--- src/common/vertex_job_consts.svh ---
`ifndef VERTEX_JOB_CONSTS_SVH
`define VERTEX_JOB_CONSTS_SVH

//////////////////////////////
// word and line geometry
//////////////////////////////
`define VERTEX_BITS     32   // one array word, also the vertex id
`define LINE_VERTICES   4    // vertices per cache line
`define LINE_BITS       128
`define LINE_BYTES      16   // address stride per chunk

//////////////////////////////
// bus and queue sizes
//////////////////////////////
`define ADDR_BITS       64
`define JOB_FIFO_DEPTH  8    // room for two lines
`define COUNT_BITS      4    // holds 0 .. LINE_VERTICES

`endif

--- src/common/vertex_job_pkg.sv ---
`include "vertex_job_consts.svh"

package vertex_job_pkg;

	// which of the three vertex arrays a read belongs to
	typedef enum logic [1:0] {
		IN_DEGREE  = 2'd0,
		OUT_DEGREE = 2'd1,
		EDGES_IDX  = 2'd2
	} vertex_array_t;

	// travels out on the command and back on the response
	typedef struct packed {
		vertex_array_t              array;
		logic [`COUNT_BITS-1:0]     real_size;  // valid vertices in the line
	} read_tag_t;

	// one response line, raw or split into vertex words
	// words[0] is the lowest vertex, in the low bits
	typedef union packed {
		logic [`LINE_BITS-1:0]                          raw;
		logic [`LINE_VERTICES-1:0][`VERTEX_BITS-1:0]    words;
	} cacheline_t;

	typedef struct packed {
		logic [`VERTEX_BITS-1:0]    id;
		logic [`VERTEX_BITS-1:0]    in_degree;
		logic [`VERTEX_BITS-1:0]    out_degree;
		logic [`VERTEX_BITS-1:0]    edges_idx;
	} vertex_job_t;

endpackage

--- src/vertex_fetch/read_command_gen.sv ---
`timescale 1ns/1ps
`include "vertex_job_consts.svh"

module read_command_gen (
	input  logic                        clock,
	input  logic                        rstn,
	input  logic                        start,
	input  logic [`VERTEX_BITS-1:0]     num_vertices,
	input  logic [`ADDR_BITS-1:0]       in_degree_base,
	input  logic [`ADDR_BITS-1:0]       out_degree_base,
	input  logic [`ADDR_BITS-1:0]       edges_idx_base,
	input  logic                        resp_valid,
	input  logic                        assembler_busy,
	input  logic                        almost_full,
	output logic                        cmd_valid,
	output logic [`ADDR_BITS-1:0]       cmd_addr,
	output logic [`COUNT_BITS+1:0]      cmd_size,
	output vertex_job_pkg::read_tag_t   cmd_tag
);

	typedef enum logic [2:0] {
		IDLE,
		SIZE,
		SEND_IN,
		SEND_OUT,
		SEND_EDGES
	} state_t;

	state_t state, next_state;

	logic [`ADDR_BITS-1:0]      in_base, out_base, edges_base;
	logic [`ADDR_BITS-1:0]      offset;       // chunk index times line bytes
	logic [`VERTEX_BITS-1:0]    remaining;
	logic [`COUNT_BITS-1:0]     real_size;
	logic [`COUNT_BITS-1:0]     chunk_size;
	logic [2:0]                 outstanding;
	logic                       chunk_ready;

	//////////////////////////////
	// chunk sequencing
	//////////////////////////////
	assign chunk_ready = (remaining != '0) && (outstanding == '0) &&
		!assembler_busy && !almost_full;

	// last chunk may be a partial line
	assign chunk_size = (remaining >= `VERTEX_BITS'(`LINE_VERTICES)) ?
		`COUNT_BITS'(`LINE_VERTICES) : remaining[`COUNT_BITS-1:0];

	always_ff @(posedge clock or negedge rstn) begin
		if (!rstn)
			state <= IDLE;
		else
			state <= next_state;
	end

	always_comb begin
		next_state = state;
		case (state)
			IDLE:       if (chunk_ready) next_state = SIZE;
			SIZE:       next_state = SEND_IN;
			SEND_IN:    next_state = SEND_OUT;
			SEND_OUT:   next_state = SEND_EDGES;
			SEND_EDGES: next_state = IDLE;
			default:    next_state = IDLE;
		endcase
	end

	// bases only change on start
	always_ff @(posedge clock) begin
		if (start) begin
			in_base    <= in_degree_base;
			out_base   <= out_degree_base;
			edges_base <= edges_idx_base;
		end
	end

	always_ff @(posedge clock or negedge rstn) begin
		if (!rstn) begin
			remaining <= '0;
			offset    <= '0;
			real_size <= '0;
		end else if (start) begin
			remaining <= num_vertices;
			offset    <= '0;
		end else begin
			if (state == SIZE) begin
				real_size <= chunk_size;
				remaining <= remaining - `VERTEX_BITS'(chunk_size);
			end
			if (state == SEND_EDGES)
				offset <= offset + `ADDR_BITS'(`LINE_BYTES);  // next line
		end
	end

	//////////////////////////////
	// command outputs
	//////////////////////////////
	assign cmd_valid = (state == SEND_IN) || (state == SEND_OUT) || (state == SEND_EDGES);
	assign cmd_size  = {real_size, 2'b00};   // four bytes per vertex word

	always_comb begin
		cmd_tag.real_size = real_size;
		cmd_tag.array     = vertex_job_pkg::IN_DEGREE;
		cmd_addr          = '0;
		case (state)
			SEND_IN: begin
				cmd_addr = in_base + offset;
			end
			SEND_OUT: begin
				cmd_tag.array = vertex_job_pkg::OUT_DEGREE;
				cmd_addr      = out_base + offset;
			end
			SEND_EDGES: begin
				cmd_tag.array = vertex_job_pkg::EDGES_IDX;
				cmd_addr      = edges_base + offset;
			end
			default: ;
		endcase
	end

	// issue and response may land in the same cycle
	always_ff @(posedge clock or negedge rstn) begin
		if (!rstn)
			outstanding <= '0;
		else begin
			case ({cmd_valid, resp_valid})
				2'b10:   outstanding <= outstanding + 3'd1;
				2'b01:   outstanding <= outstanding - 3'd1;
				default: outstanding <= outstanding;
			endcase
		end
	end

	// memory must never answer a read that was not issued
	a_resp_has_read: assert property (@(posedge clock) disable iff (!rstn)
		resp_valid |-> (outstanding != '0));

endmodule

--- src/vertex_fetch/cacheline_stream.sv ---
`timescale 1ns/1ps
`include "vertex_job_consts.svh"

module cacheline_stream #(
	parameter vertex_job_pkg::vertex_array_t ARRAY = vertex_job_pkg::IN_DEGREE
) (
	input  logic                        clock,
	input  logic                        rstn,
	input  logic                        resp_valid,
	input  vertex_job_pkg::read_tag_t   resp_tag,
	input  vertex_job_pkg::cacheline_t  resp_data,
	input  logic                        shift,
	output logic [`VERTEX_BITS-1:0]     word,
	output logic                        ready
);

	vertex_job_pkg::cacheline_t line;
	logic [`COUNT_BITS-1:0]     limit;      // real size of the held line
	logic [`COUNT_BITS-1:0]     shifts;
	logic                       match;

	assign match = resp_valid && (resp_tag.array == ARRAY);
	assign word  = line.words[0];   // lowest remaining vertex

	always_ff @(posedge clock) begin
		if (match) begin
			line  <= resp_data;
			limit <= resp_tag.real_size;
		end else if (shift) begin
			line.raw <= line.raw >> `VERTEX_BITS;   // next word moves down
		end
	end

	always_ff @(posedge clock or negedge rstn) begin
		if (!rstn) begin
			ready  <= 1'b0;
			shifts <= '0;
		end else if (match) begin
			ready  <= 1'b1;
			shifts <= '0;
		end else if (shift) begin
			shifts <= shifts + 1'b1;
			if (shifts + 1'b1 == limit)
				ready <= 1'b0;    // line drained
		end
	end

	a_shift_when_ready: assert property (@(posedge clock) disable iff (!rstn)
		shift |-> ready);

	// a new line for this array only comes once the old one is drained
	a_no_overwrite: assert property (@(posedge clock) disable iff (!rstn)
		match |-> !ready);

endmodule

--- src/design/vertex_assembler.sv ---
`timescale 1ns/1ps
`include "vertex_job_consts.svh"

module vertex_assembler (
	input  logic                        clock,
	input  logic                        rstn,
	input  logic [`VERTEX_BITS-1:0]     in_word,
	input  logic [`VERTEX_BITS-1:0]     out_word,
	input  logic [`VERTEX_BITS-1:0]     edges_word,
	input  logic                        in_ready,
	input  logic                        out_ready,
	input  logic                        edges_ready,
	output logic                        shift,
	output logic                        push,
	output logic                        assembler_busy,
	output vertex_job_pkg::vertex_job_t job
);

	logic [`VERTEX_BITS-1:0]    next_id;
	logic                       job_pending;

	// all three lines must hold the same vertex
	assign shift = in_ready && out_ready && edges_ready;

	always_ff @(posedge clock) begin
		if (shift) begin
			job.id         <= next_id;
			job.in_degree  <= in_word;
			job.out_degree <= out_word;
			job.edges_idx  <= edges_word;
		end
	end

	always_ff @(posedge clock or negedge rstn) begin
		if (!rstn) begin
			next_id     <= '0;
			job_pending <= 1'b0;
		end else begin
			job_pending <= shift;
			if (shift)
				next_id <= next_id + 1'b1;   // dropped vertices still take an id
		end
	end

	//////////////////////////////
	// filter and status
	//////////////////////////////
	// isolated vertices have no work
	assign push = job_pending && ((job.in_degree != '0) || (job.out_degree != '0));

	assign assembler_busy = in_ready || out_ready || edges_ready || job_pending;

endmodule

--- src/design/job_fifo.sv ---
`timescale 1ns/1ps
`include "vertex_job_consts.svh"

module job_fifo #(
	parameter int DEPTH = `JOB_FIFO_DEPTH
) (
	input  logic                        clock,
	input  logic                        rstn,
	input  logic                        push,
	input  logic                        pop,
	input  vertex_job_pkg::vertex_job_t data_in,
	output vertex_job_pkg::vertex_job_t data_out,
	output logic                        valid,
	output logic                        almost_full
);

	localparam int PTR_BITS = $clog2(DEPTH);
	localparam int CNT_BITS = $clog2(DEPTH + 1);

	vertex_job_pkg::vertex_job_t    mem [DEPTH];
	logic [PTR_BITS-1:0]            wr_ptr, rd_ptr;
	logic [CNT_BITS-1:0]            count;

	always_ff @(posedge clock) begin
		if (push)
			mem[wr_ptr] <= data_in;
	end

	always_ff @(posedge clock or negedge rstn) begin
		if (!rstn) begin
			wr_ptr <= '0;
			rd_ptr <= '0;
			count  <= '0;
		end else begin
			if (push)
				wr_ptr <= (wr_ptr == PTR_BITS'(DEPTH - 1)) ? '0 : wr_ptr + 1'b1;
			if (pop)
				rd_ptr <= (rd_ptr == PTR_BITS'(DEPTH - 1)) ? '0 : rd_ptr + 1'b1;
			case ({push, pop})
				2'b10:   count <= count + 1'b1;
				2'b01:   count <= count - 1'b1;
				default: count <= count;
			endcase
		end
	end

	assign data_out = mem[rd_ptr];  // head shown without a read cycle
	assign valid    = (count != '0);

	// less than a whole line of space left
	assign almost_full = (count > CNT_BITS'(DEPTH - `LINE_VERTICES));

	a_no_overflow: assert property (@(posedge clock) disable iff (!rstn)
		push |-> (count != CNT_BITS'(DEPTH)) || pop);

	a_no_underflow: assert property (@(posedge clock) disable iff (!rstn)
		pop |-> valid);

endmodule

--- src/design/vertex_job_control.sv ---
`timescale 1ns/1ps
`include "vertex_job_consts.svh"

module vertex_job_control (
	input  logic                        clock,
	input  logic                        rstn,
	input  logic                        start,
	input  logic [`VERTEX_BITS-1:0]     num_vertices,
	input  logic [`ADDR_BITS-1:0]       in_degree_base,
	input  logic [`ADDR_BITS-1:0]       out_degree_base,
	input  logic [`ADDR_BITS-1:0]       edges_idx_base,
	output logic                        cmd_valid,
	output logic [`ADDR_BITS-1:0]       cmd_addr,
	output logic [`COUNT_BITS+1:0]      cmd_size,
	output vertex_job_pkg::read_tag_t   cmd_tag,
	input  logic                        resp_valid,
	input  vertex_job_pkg::read_tag_t   resp_tag,
	input  vertex_job_pkg::cacheline_t  resp_data,
	input  logic                        job_pop,
	output logic                        job_valid,
	output vertex_job_pkg::vertex_job_t job_data
);

	logic [`VERTEX_BITS-1:0]        in_word, out_word, edges_word;
	logic                           in_ready, out_ready, edges_ready;
	logic                           shift, push, assembler_busy, almost_full;
	vertex_job_pkg::vertex_job_t    job;

	//////////////////////////////
	// fetch
	//////////////////////////////
	read_command_gen u_cmd_gen (
		.clock(clock), .rstn(rstn), .start(start), .num_vertices(num_vertices),
		.in_degree_base(in_degree_base), .out_degree_base(out_degree_base),
		.edges_idx_base(edges_idx_base), .resp_valid(resp_valid),
		.assembler_busy(assembler_busy), .almost_full(almost_full),
		.cmd_valid(cmd_valid), .cmd_addr(cmd_addr), .cmd_size(cmd_size), .cmd_tag(cmd_tag)
	);

	// one stream per array, all watching the same response bus
	cacheline_stream #(.ARRAY(vertex_job_pkg::IN_DEGREE)) u_in_stream (
		.clock(clock), .rstn(rstn), .resp_valid(resp_valid), .resp_tag(resp_tag),
		.resp_data(resp_data), .shift(shift), .word(in_word), .ready(in_ready)
	);

	cacheline_stream #(.ARRAY(vertex_job_pkg::OUT_DEGREE)) u_out_stream (
		.clock(clock), .rstn(rstn), .resp_valid(resp_valid), .resp_tag(resp_tag),
		.resp_data(resp_data), .shift(shift), .word(out_word), .ready(out_ready)
	);

	cacheline_stream #(.ARRAY(vertex_job_pkg::EDGES_IDX)) u_edges_stream (
		.clock(clock), .rstn(rstn), .resp_valid(resp_valid), .resp_tag(resp_tag),
		.resp_data(resp_data), .shift(shift), .word(edges_word), .ready(edges_ready)
	);

	//////////////////////////////
	// assembly and queue
	//////////////////////////////
	vertex_assembler u_assembler (
		.clock(clock), .rstn(rstn), .in_word(in_word), .out_word(out_word),
		.edges_word(edges_word), .in_ready(in_ready), .out_ready(out_ready),
		.edges_ready(edges_ready), .shift(shift), .push(push),
		.assembler_busy(assembler_busy), .job(job)
	);

	job_fifo #(.DEPTH(`JOB_FIFO_DEPTH)) u_job_fifo (
		.clock(clock), .rstn(rstn), .push(push), .pop(job_pop), .data_in(job),
		.data_out(job_data), .valid(job_valid), .almost_full(almost_full)
	);

endmodule

--- config.mk ---
export PLATFORM = sky130hd
export DESIGN_NAME = vertex_job_control
export DESIGN_NICKNAME = d
export VERILOG_FILES = /design/src/common/vertex_job_pkg.sv /design/src/vertex_fetch/read_command_gen.sv /design/src/vertex_fetch/cacheline_stream.sv /design/src/design/vertex_assembler.sv /design/src/design/job_fifo.sv /design/src/design/vertex_job_control.sv
export VERILOG_INCLUDE_DIRS = /design/src /design/src/common
export SDC_FILE = /design/constraint.sdc
export NUM_CORES = 2
export LEC_CHECK = 0
export BUFFER_PORTS_ARGS = -buffer_cell sky130_fd_sc_hd__buf_2
export CORE_MARGIN = 2
export CORE_UTILIZATION = 35
export CTS_CLUSTER_SIZE = 30
export DETAILED_ROUTE_END_ITERATION = 10
export PLACE_DENSITY = 0.54
export SLEW_MARGIN = 15
export SYNTH_ARGS = -nofsm -noshare
export SYNTH_HDL_FRONTEND = slang
export SYNTH_HIERARCHICAL = 1
export SYNTH_SLANG_ARGS = --single-unit
--- constraint.sdc ---
create_clock -name clock -period 29.3 [get_ports clock]
set_input_delay 0 -clock clock [delete_from_list [all_inputs] [get_ports clock]]
set_output_delay 0 -clock clock [all_outputs]
set_load 0.005 [all_outputs]
== Word level (Yosys, flattened, before mapping) ==
Memory sizes are Yosys's and may differ from the RTL's.
Cells that the tools add are included.

* Add/sub/neg operators: 15
* Eq/ne operators: 16
* Bitwise gates (word level): 1
* Muxes and demuxes: 36
* Reductions and logical operators: 38
* Magnitude comparators: 2
* $mul: 0
* Shifts and indexed selects: 0
* Div/mod/pow operators: 0

{| class="wikitable"
|+ Operators by type and width
! cell !! count
|-
| $mux 128 || 6
|-
| $add 64x64->64 || 3
|-
| $pmux 64 s3 || 1
|-
| $mux 64 || 2
|-
| $reduce_bool 32->1 || 3
|-
| $add 64x5->64 const B || 1
|-
| $mux 32 || 2
|-
| $add 32x1->32 const B || 1
|-
| $ge 32x3->1 const B || 1
|-
| $sub 32x4->32 || 1
|-
| $mux 4 || 7
|-
| $reduce_bool 2->1 || 10
|-
| $add 4x1->4 const B || 4
|-
| $eq 4x4->1 || 3
|-
| $pmux 3 s4 || 1
|-
| $mux 1 || 11
|-
| $add 3x1->3 const B || 3
|-
| $eq 3x3->1 const B || 3
|-
| $logic_and 1x1->1 || 9
|-
| $mux 3 || 3
|-
| $pmux 4 s2 || 1
|-
| $reduce_and 2->1 || 4
|-
| $eq 2x1->1 const B || 3
|-
| $eq 2x2->1 const B || 3
|-
| 14 further kinds || 22
|}

* ROM bits: 0
* Word-level logic and storage cells: 138
* Input bits: 363
* Register bits after elaboration: 880
* Output and inout bits: 206
* Memories kept: 1
* Memory bits (writable): 1024
* Latch bits: 0

{| class="wikitable"
|+ Memory list
! name !! depth !! bits a word !! read ports !! clocked after Yosys merged registers in !! wr ports !! RTL line !! RTL
|-
| u_job_fifo.mem || 8 || 128 || 1 || 0 || 1 || job_fifo.sv:20 || <nowiki>vertex_job_pkg::vertex_job_t mem [DEPTH];</nowiki>
|}

== Logic depth before layout (Yosys ltp) ==
* Depth in word-level cells: 8
* Mapped depth: 20
* Depth with buffers taken out: 16

== By module ==
The synthesis kept the hierarchy.

{| class="wikitable"
|+ Modules (own cells, without submodules)
! module !! cells an instance !! instances !! area each (µm²)
|-
| job_fifo || 1537 || 1 || 39420.3
|-
| read_command_gen || 1547 || 1 || 15884.0
|-
| cacheline_stream at u_edges_stream ... || 336 || 2 || 5969.5
|-
| cacheline_stream at u_in_stream || 335 || 1 || 5943.2
|-
| vertex_assembler || 277 || 1 || 5522.8
|}

== Worst setup path after synthesis ==
No wires, ideal clock.

* Kind: flip-flop to flip-flop
* Start: reg, netlist name u_assembler/job[65]
* End: mem u_job_fifo/mem[0][0] (netlist bit) (enable)
* Library setup time: 0.772 ns
* Cell stages (with the launch flop): 6
* Arrival time: 9.590 ns
* Path buffers: 0
* Period minus slack after synthesis: 10.361 ns
* Required time: 28.528 ns
* Path slack: 18.939 ns
* Path through: edfxtp_1 nor4_1 nand4_1 o41a_1 nand2b_1 nor3_1

* Longest elaborated chain between the ends: 5

{| class="wikitable"
|+ RTL lines
! element !! RTL line !! RTL
|-
| $reduce_bool 32->1 || vertex_assembler.sv:49 || <nowiki>assign push = job_pending && ((job.in_degree != '0) || (job.out_degree != '0));</nowiki>
|-
| $logic_or 1x1->1 || vertex_assembler.sv:49 ||
|-
| $logic_and 1x1->1 || vertex_assembler.sv:49 ||
|-
| named net push || vertex_job_control.sv:26 || <nowiki>logic shift, push, assembler_busy, almost_full;</nowiki>
|-
| $mux 1 || job_fifo.sv:25 || <nowiki>if (push)</nowiki>
|-
| $mux 1 (implied by the code) || job_fifo.sv:26 || <nowiki>mem[wr_ptr] <= data_in;</nowiki>
|-
| end, declared || job_fifo.sv:20 ||
|}

The timed path passes the listed nets, and every way through them passes these cells.

== Worst setup path in the final report ==
* Start: reg u_cmd_gen.state[1]
* End: out cmd_addr[48]

* Longest elaborated chain between the ends: 2

{| class="wikitable"
|+ RTL lines
! element !! RTL line !! RTL
|-
| start, declared || read_command_gen.sv:29 || <nowiki>state_t state, next_state;</nowiki>
|-
| start signal, assigned || read_command_gen.sv:53 || <nowiki>state <= next_state;</nowiki>
|-
| $eq 3x3->1 or $eq 3x2->1 (tied branches) || read_command_gen.sv:105 || <nowiki>case (state)</nowiki>
|-
| $pmux 64 s3 (*) || read_command_gen.sv:105 ||
|-
| end, declared || vertex_job_control.sv:13 || <nowiki>output logic [`ADDR_BITS-1:0] cmd_addr,</nowiki>
|}

Every way passes the cells marked *; elsewhere a longest branch is shown, timed or not.

==> summary.txt <==
Outcome
  – Status: completed

Global routing
  – Grt ovf: 0
  – Vias in the first global route: 45,100
  – First-pass GRT wire length: 304,000 um
  – Global Route Usage Sum: 18.0%
  – Largest net degree at the start of global routing: 153
  – Initial antenna violation count: 53

Placement
  – Setup slack at placement: 24,170 ps
  – Port Buffer Count: 566
  – RD Place Congestion: 0.865
  – Hpwl dp: 127,000 um

Power and ir drop
  – Switching power: 2.99 mW
  – Sequential share of power: 47.7%
  – Peak supply drop: 75.0 uV
  – LEAKAGE: 35.5 nW
  – Combinational power share: 26.0%
  – PD cells: 98.9 mW/mm2
  – Clock share of power: 26.4%
  – Switching Share: 31.0%
  – Pint: 6.66 mW

Worst hold path
  – HP Class: in2reg
  – Hold path endpoint: u_edges_stream/limit[2]
  – Hold Path Origin: resp_tag[2]
  – Worst hold path depth: 2

Timing
  – Final Hold Fails: 0
  – Highest Clock Rate: 167 MHz
  – Setup TNS: 0 ps
  – Clock Skews: 75.3 ps
  – Final Max Slew Viols: 0
  – Relative slew slack: 13.9%
  – Final Setup Violations: 0
  – Final worst slack: 23,310 ps
  – Fin crit period: 5990 ps
  – Period utilisation layout: 20.5%
  – Slew @ Worst Pin: 1290 ps
  – RSZ-0062 raised after global routing: no

Die
  – Die Y: 478 um
  – Initial core utilization: 35.1%
  – Die Area: 0.229 mm2
  – I/O pins: 569
  – Core area: 0.224 mm2
  – Rows: 174
  – Die X: 478 um

Logic synthesis
  – Main area contributors after synthesis: edfxtp_1 66%, mux2_2 5.5%, dfrtp_1 5.1%, mux4_2 4.4%, mux4_1 3.4%
  – Post-synthesis average cell area: 18.0 um2
  – Synth top area share: 66.4%
  – Yosys reg bits: 1,900
  – Cell taking the most area after synthesis: edfxtp_1
  – Synthesized area: 0.0787 mm2
  – Sequential fraction of the synthesis area: 71.5%
  – Synth warn: 6
  – Distinct cells, synth: 106
  – Synth Instances: 4,368
  – Number of synthesized flops with an enable pin: 1,740
  – Primary FF master, synth: edfxtp_1
  – Asr flop ratio synth: 8.42%

Cells and area
  – Nets: 6,020
  – Layout cells sized above 1: 27.6%
  – Area Growth Syn to Fin: 23.9%

Drt
  – TritonRoute pass-1 iters: 5
  – Starting DRT DRC Count: 3,484
  – Post-DRT Antenna Nets: 0
  – DRC: 0
  – Detailed Route WL: 209,000 um
  – Vias per inst: 4.92
  – WL per Instance: 23.8 um
  – Via Count: 43,200

CTS
  – Clock buffer depth: 3
  – CTS buffer count: 199
  – Clock latency on the worst-skew pair: 840 ps
  – Setup Buffers After CTS: 0
  – CTS tree: yes
  – Reg clk slew, reported paths: 60 ps
  – Hold_buf cts: 678
  – Htree depth: 4
  – CTS root buffer: clkbuf_16
  – Sink Count: 1,900
  – Resized cells post-CTS: 0

Critical path
  – Worst reg2reg path endpoint: u_job_fifo/mem[3][64]
  – Startpoint Class: flop
  – CP Data Arrival Time: 5990 ps
  – Critical path class: reg2out
  – Flop-to-flop setup slack: 24,940 ps
  – R2R depth: 7
  – FF-to-FF Start: u_assembler/job[72]
  – Critical-path maximum fanout: 47
  – Crit path capture type: output port
  – Critical Path RT: 29,300 ps

Job
  – Max Cap Viol: 0
[cell families after synthesis]
family	Yosys count	synth area share (%)
DFF	1900	71.5
buffers and inverters	334	2.64
xor gates and xnor gates	185	2.11
and+or+nand+nor	818	5.37
adders and majority gates	75	1.20
muxes	686	14.1
AOI/OAI and AO/OA	368	3.07
other	2	0.00954
[state kept, by name (all words and copies together), names as in the netlist, 32 cells and up]
| name | cells |
|---|---|
| u_cmd_gen/edges_base | 64 |
| u_cmd_gen/offset | 60 |
| u_in_stream/line | 128 |
| u_cmd_gen/remaining | 32 |
| u_cmd_gen/out_base | 64 |
| u_job_fifo/mem | 1024 |
| u_assembler/next_id | 32 |
| u_out_stream/line | 128 |
| u_edges_stream/line | 128 |
| u_assembler/job | 128 |
| u_cmd_gen/in_base | 64 |
[power by group through the flow]
| stage | clock, mW | combinational, mW | sequential [mW] |
|---|---|---|---|
| after global routing | 2.72 | 2.72 | 4.70 |
| after floorplan | 0 | 1.64 | 4.47 |
| after detailed placement | 0 | 2.50 | 4.67 |
| final | 2.55 | 2.50 | 4.60 |
| after CTS | 2.61 | 2.59 | 4.62 |
| after global placement | 0 | 2.50 | 4.63 |
[worst max path at each step]
| stage | start | end |
|---|---|---|
| final | u_cmd_gen/state[1] | cmd_addr[48] |
| after global routing | u_cmd_gen/state[2] | cmd_addr[48] |
| after CTS | u_cmd_gen/state[1] | cmd_addr[48] |
| after detailed placement | u_cmd_gen/state[1] | cmd_addr[48] |
| after global placement | u_cmd_gen/state[0] | cmd_addr[48] |
| after floorplan | u_assembler/job[65] | u_job_fifo/mem[0][0] |
[layer usage]
| layer | wire length, um | GRT usage (%) |
|---|---|---|
| met1 | 91300 | 24.3 |
| met2 | 101000 | 29.6 |
| met3 | 10800 | 3.24 |
| met4 | 5620 | 5.27 |
| met5 | 196 | 0 |
[per-stage QoR]
stage / util, % / std cells / hold WS [ps] / area, um2 / total power, mW
2_1_floorplan: - / 4370 / -296 / 78700 / 6.11
3_3_place_gp: 37.5 / 7695 / -8.27 / 84000 / 7.13
3_5_place_dp: 37.5 / 7695 / 0.177 / 84000 / 7.17
4_1_cts: 43.5 / 8744 / 0.594 / 97500 / 9.82
5_1_grt: 43.5 / 8766 / 14.4 / 97500 / 10.1
6_report: 43.5 / 8772 / 53.7 / 97500 / 9.65
[cell usage in the layout, fill, tap and decap left out, types with 12 or more instances in the layout]
cell	instances
edfxtp_1	1740
dlygate4sd3_1	677
buf_2	564
mux2_2	386
nand2_1	243
clkbuf_16	199
nor2_1	168
dfrtp_1	157
mux4_2	155
and2_1	113
mux4_1	101
xnor2_1	98
o21ai_0	89
a21oi_1	87
xor2_1	84
ha_1	74
a22oi_1	61
nand3_1	59
buf_4	51
clkinv_2	47
inv_1	41
mux2_4	38
clkbuf_1	35
clkinv_1	32
nand4_1	32
nor3_1	32
a21o_1	32
diode_2	28
and3_1	25
or3_1	25
nor4_1	22
bufinv_16	21
o21bai_1	13
nand2b_1	12
a31oi_1	12
[cells in the mapped netlist, drive strengths merged, types with 8 or more instances]
master  number
a21oi       89
o21bai      13
nor4        27
clkbuf      82
nor3        39
and3        28
ha          74
mux2       424
edfxtp    1740
inv         45
or2         11
nand4       35
o21ai       96
and4         8
mux4       256
a22oi       61
xnor2       98
or3         28
a31oi       12
nand3       63
a211oi      10
buf        207
and2       115
nand2b      14
xor2        84
nand2      245
a21o        34
nor2       180
dfrtp      160
[cell type report]
type | instances | area, um2
inverter | 45 | 174
sequential | 1900 | 56300
clock buffer | 243 | 5240
multi-input combinational | 2136 | 20500
fill | 19700 | 127000
tap | 2992 | 3740
antenna | 28 | 70.1
clock inverter | 128 | 1440
timing repair buffer | 1300 | 10100
[worst max-delay path, cell delays in order, from the launching register on]
cell and delay, ps:
dfrtp_1 530, nor3b_4 290, buf_4 380, buf_4 620, a22oi_1 140, nand2_1 120, ha_1 270, a21oi_1 190
o21ai_0 190, a21bo_2 260, a31o_2 250, a211o_1 330, nand3_1 190, and2_1 440, o211ai_1 190, and3_1 210
nor3_1 320, buf_2 200
No activity file was read; power rests on OpenSTA's default activity.
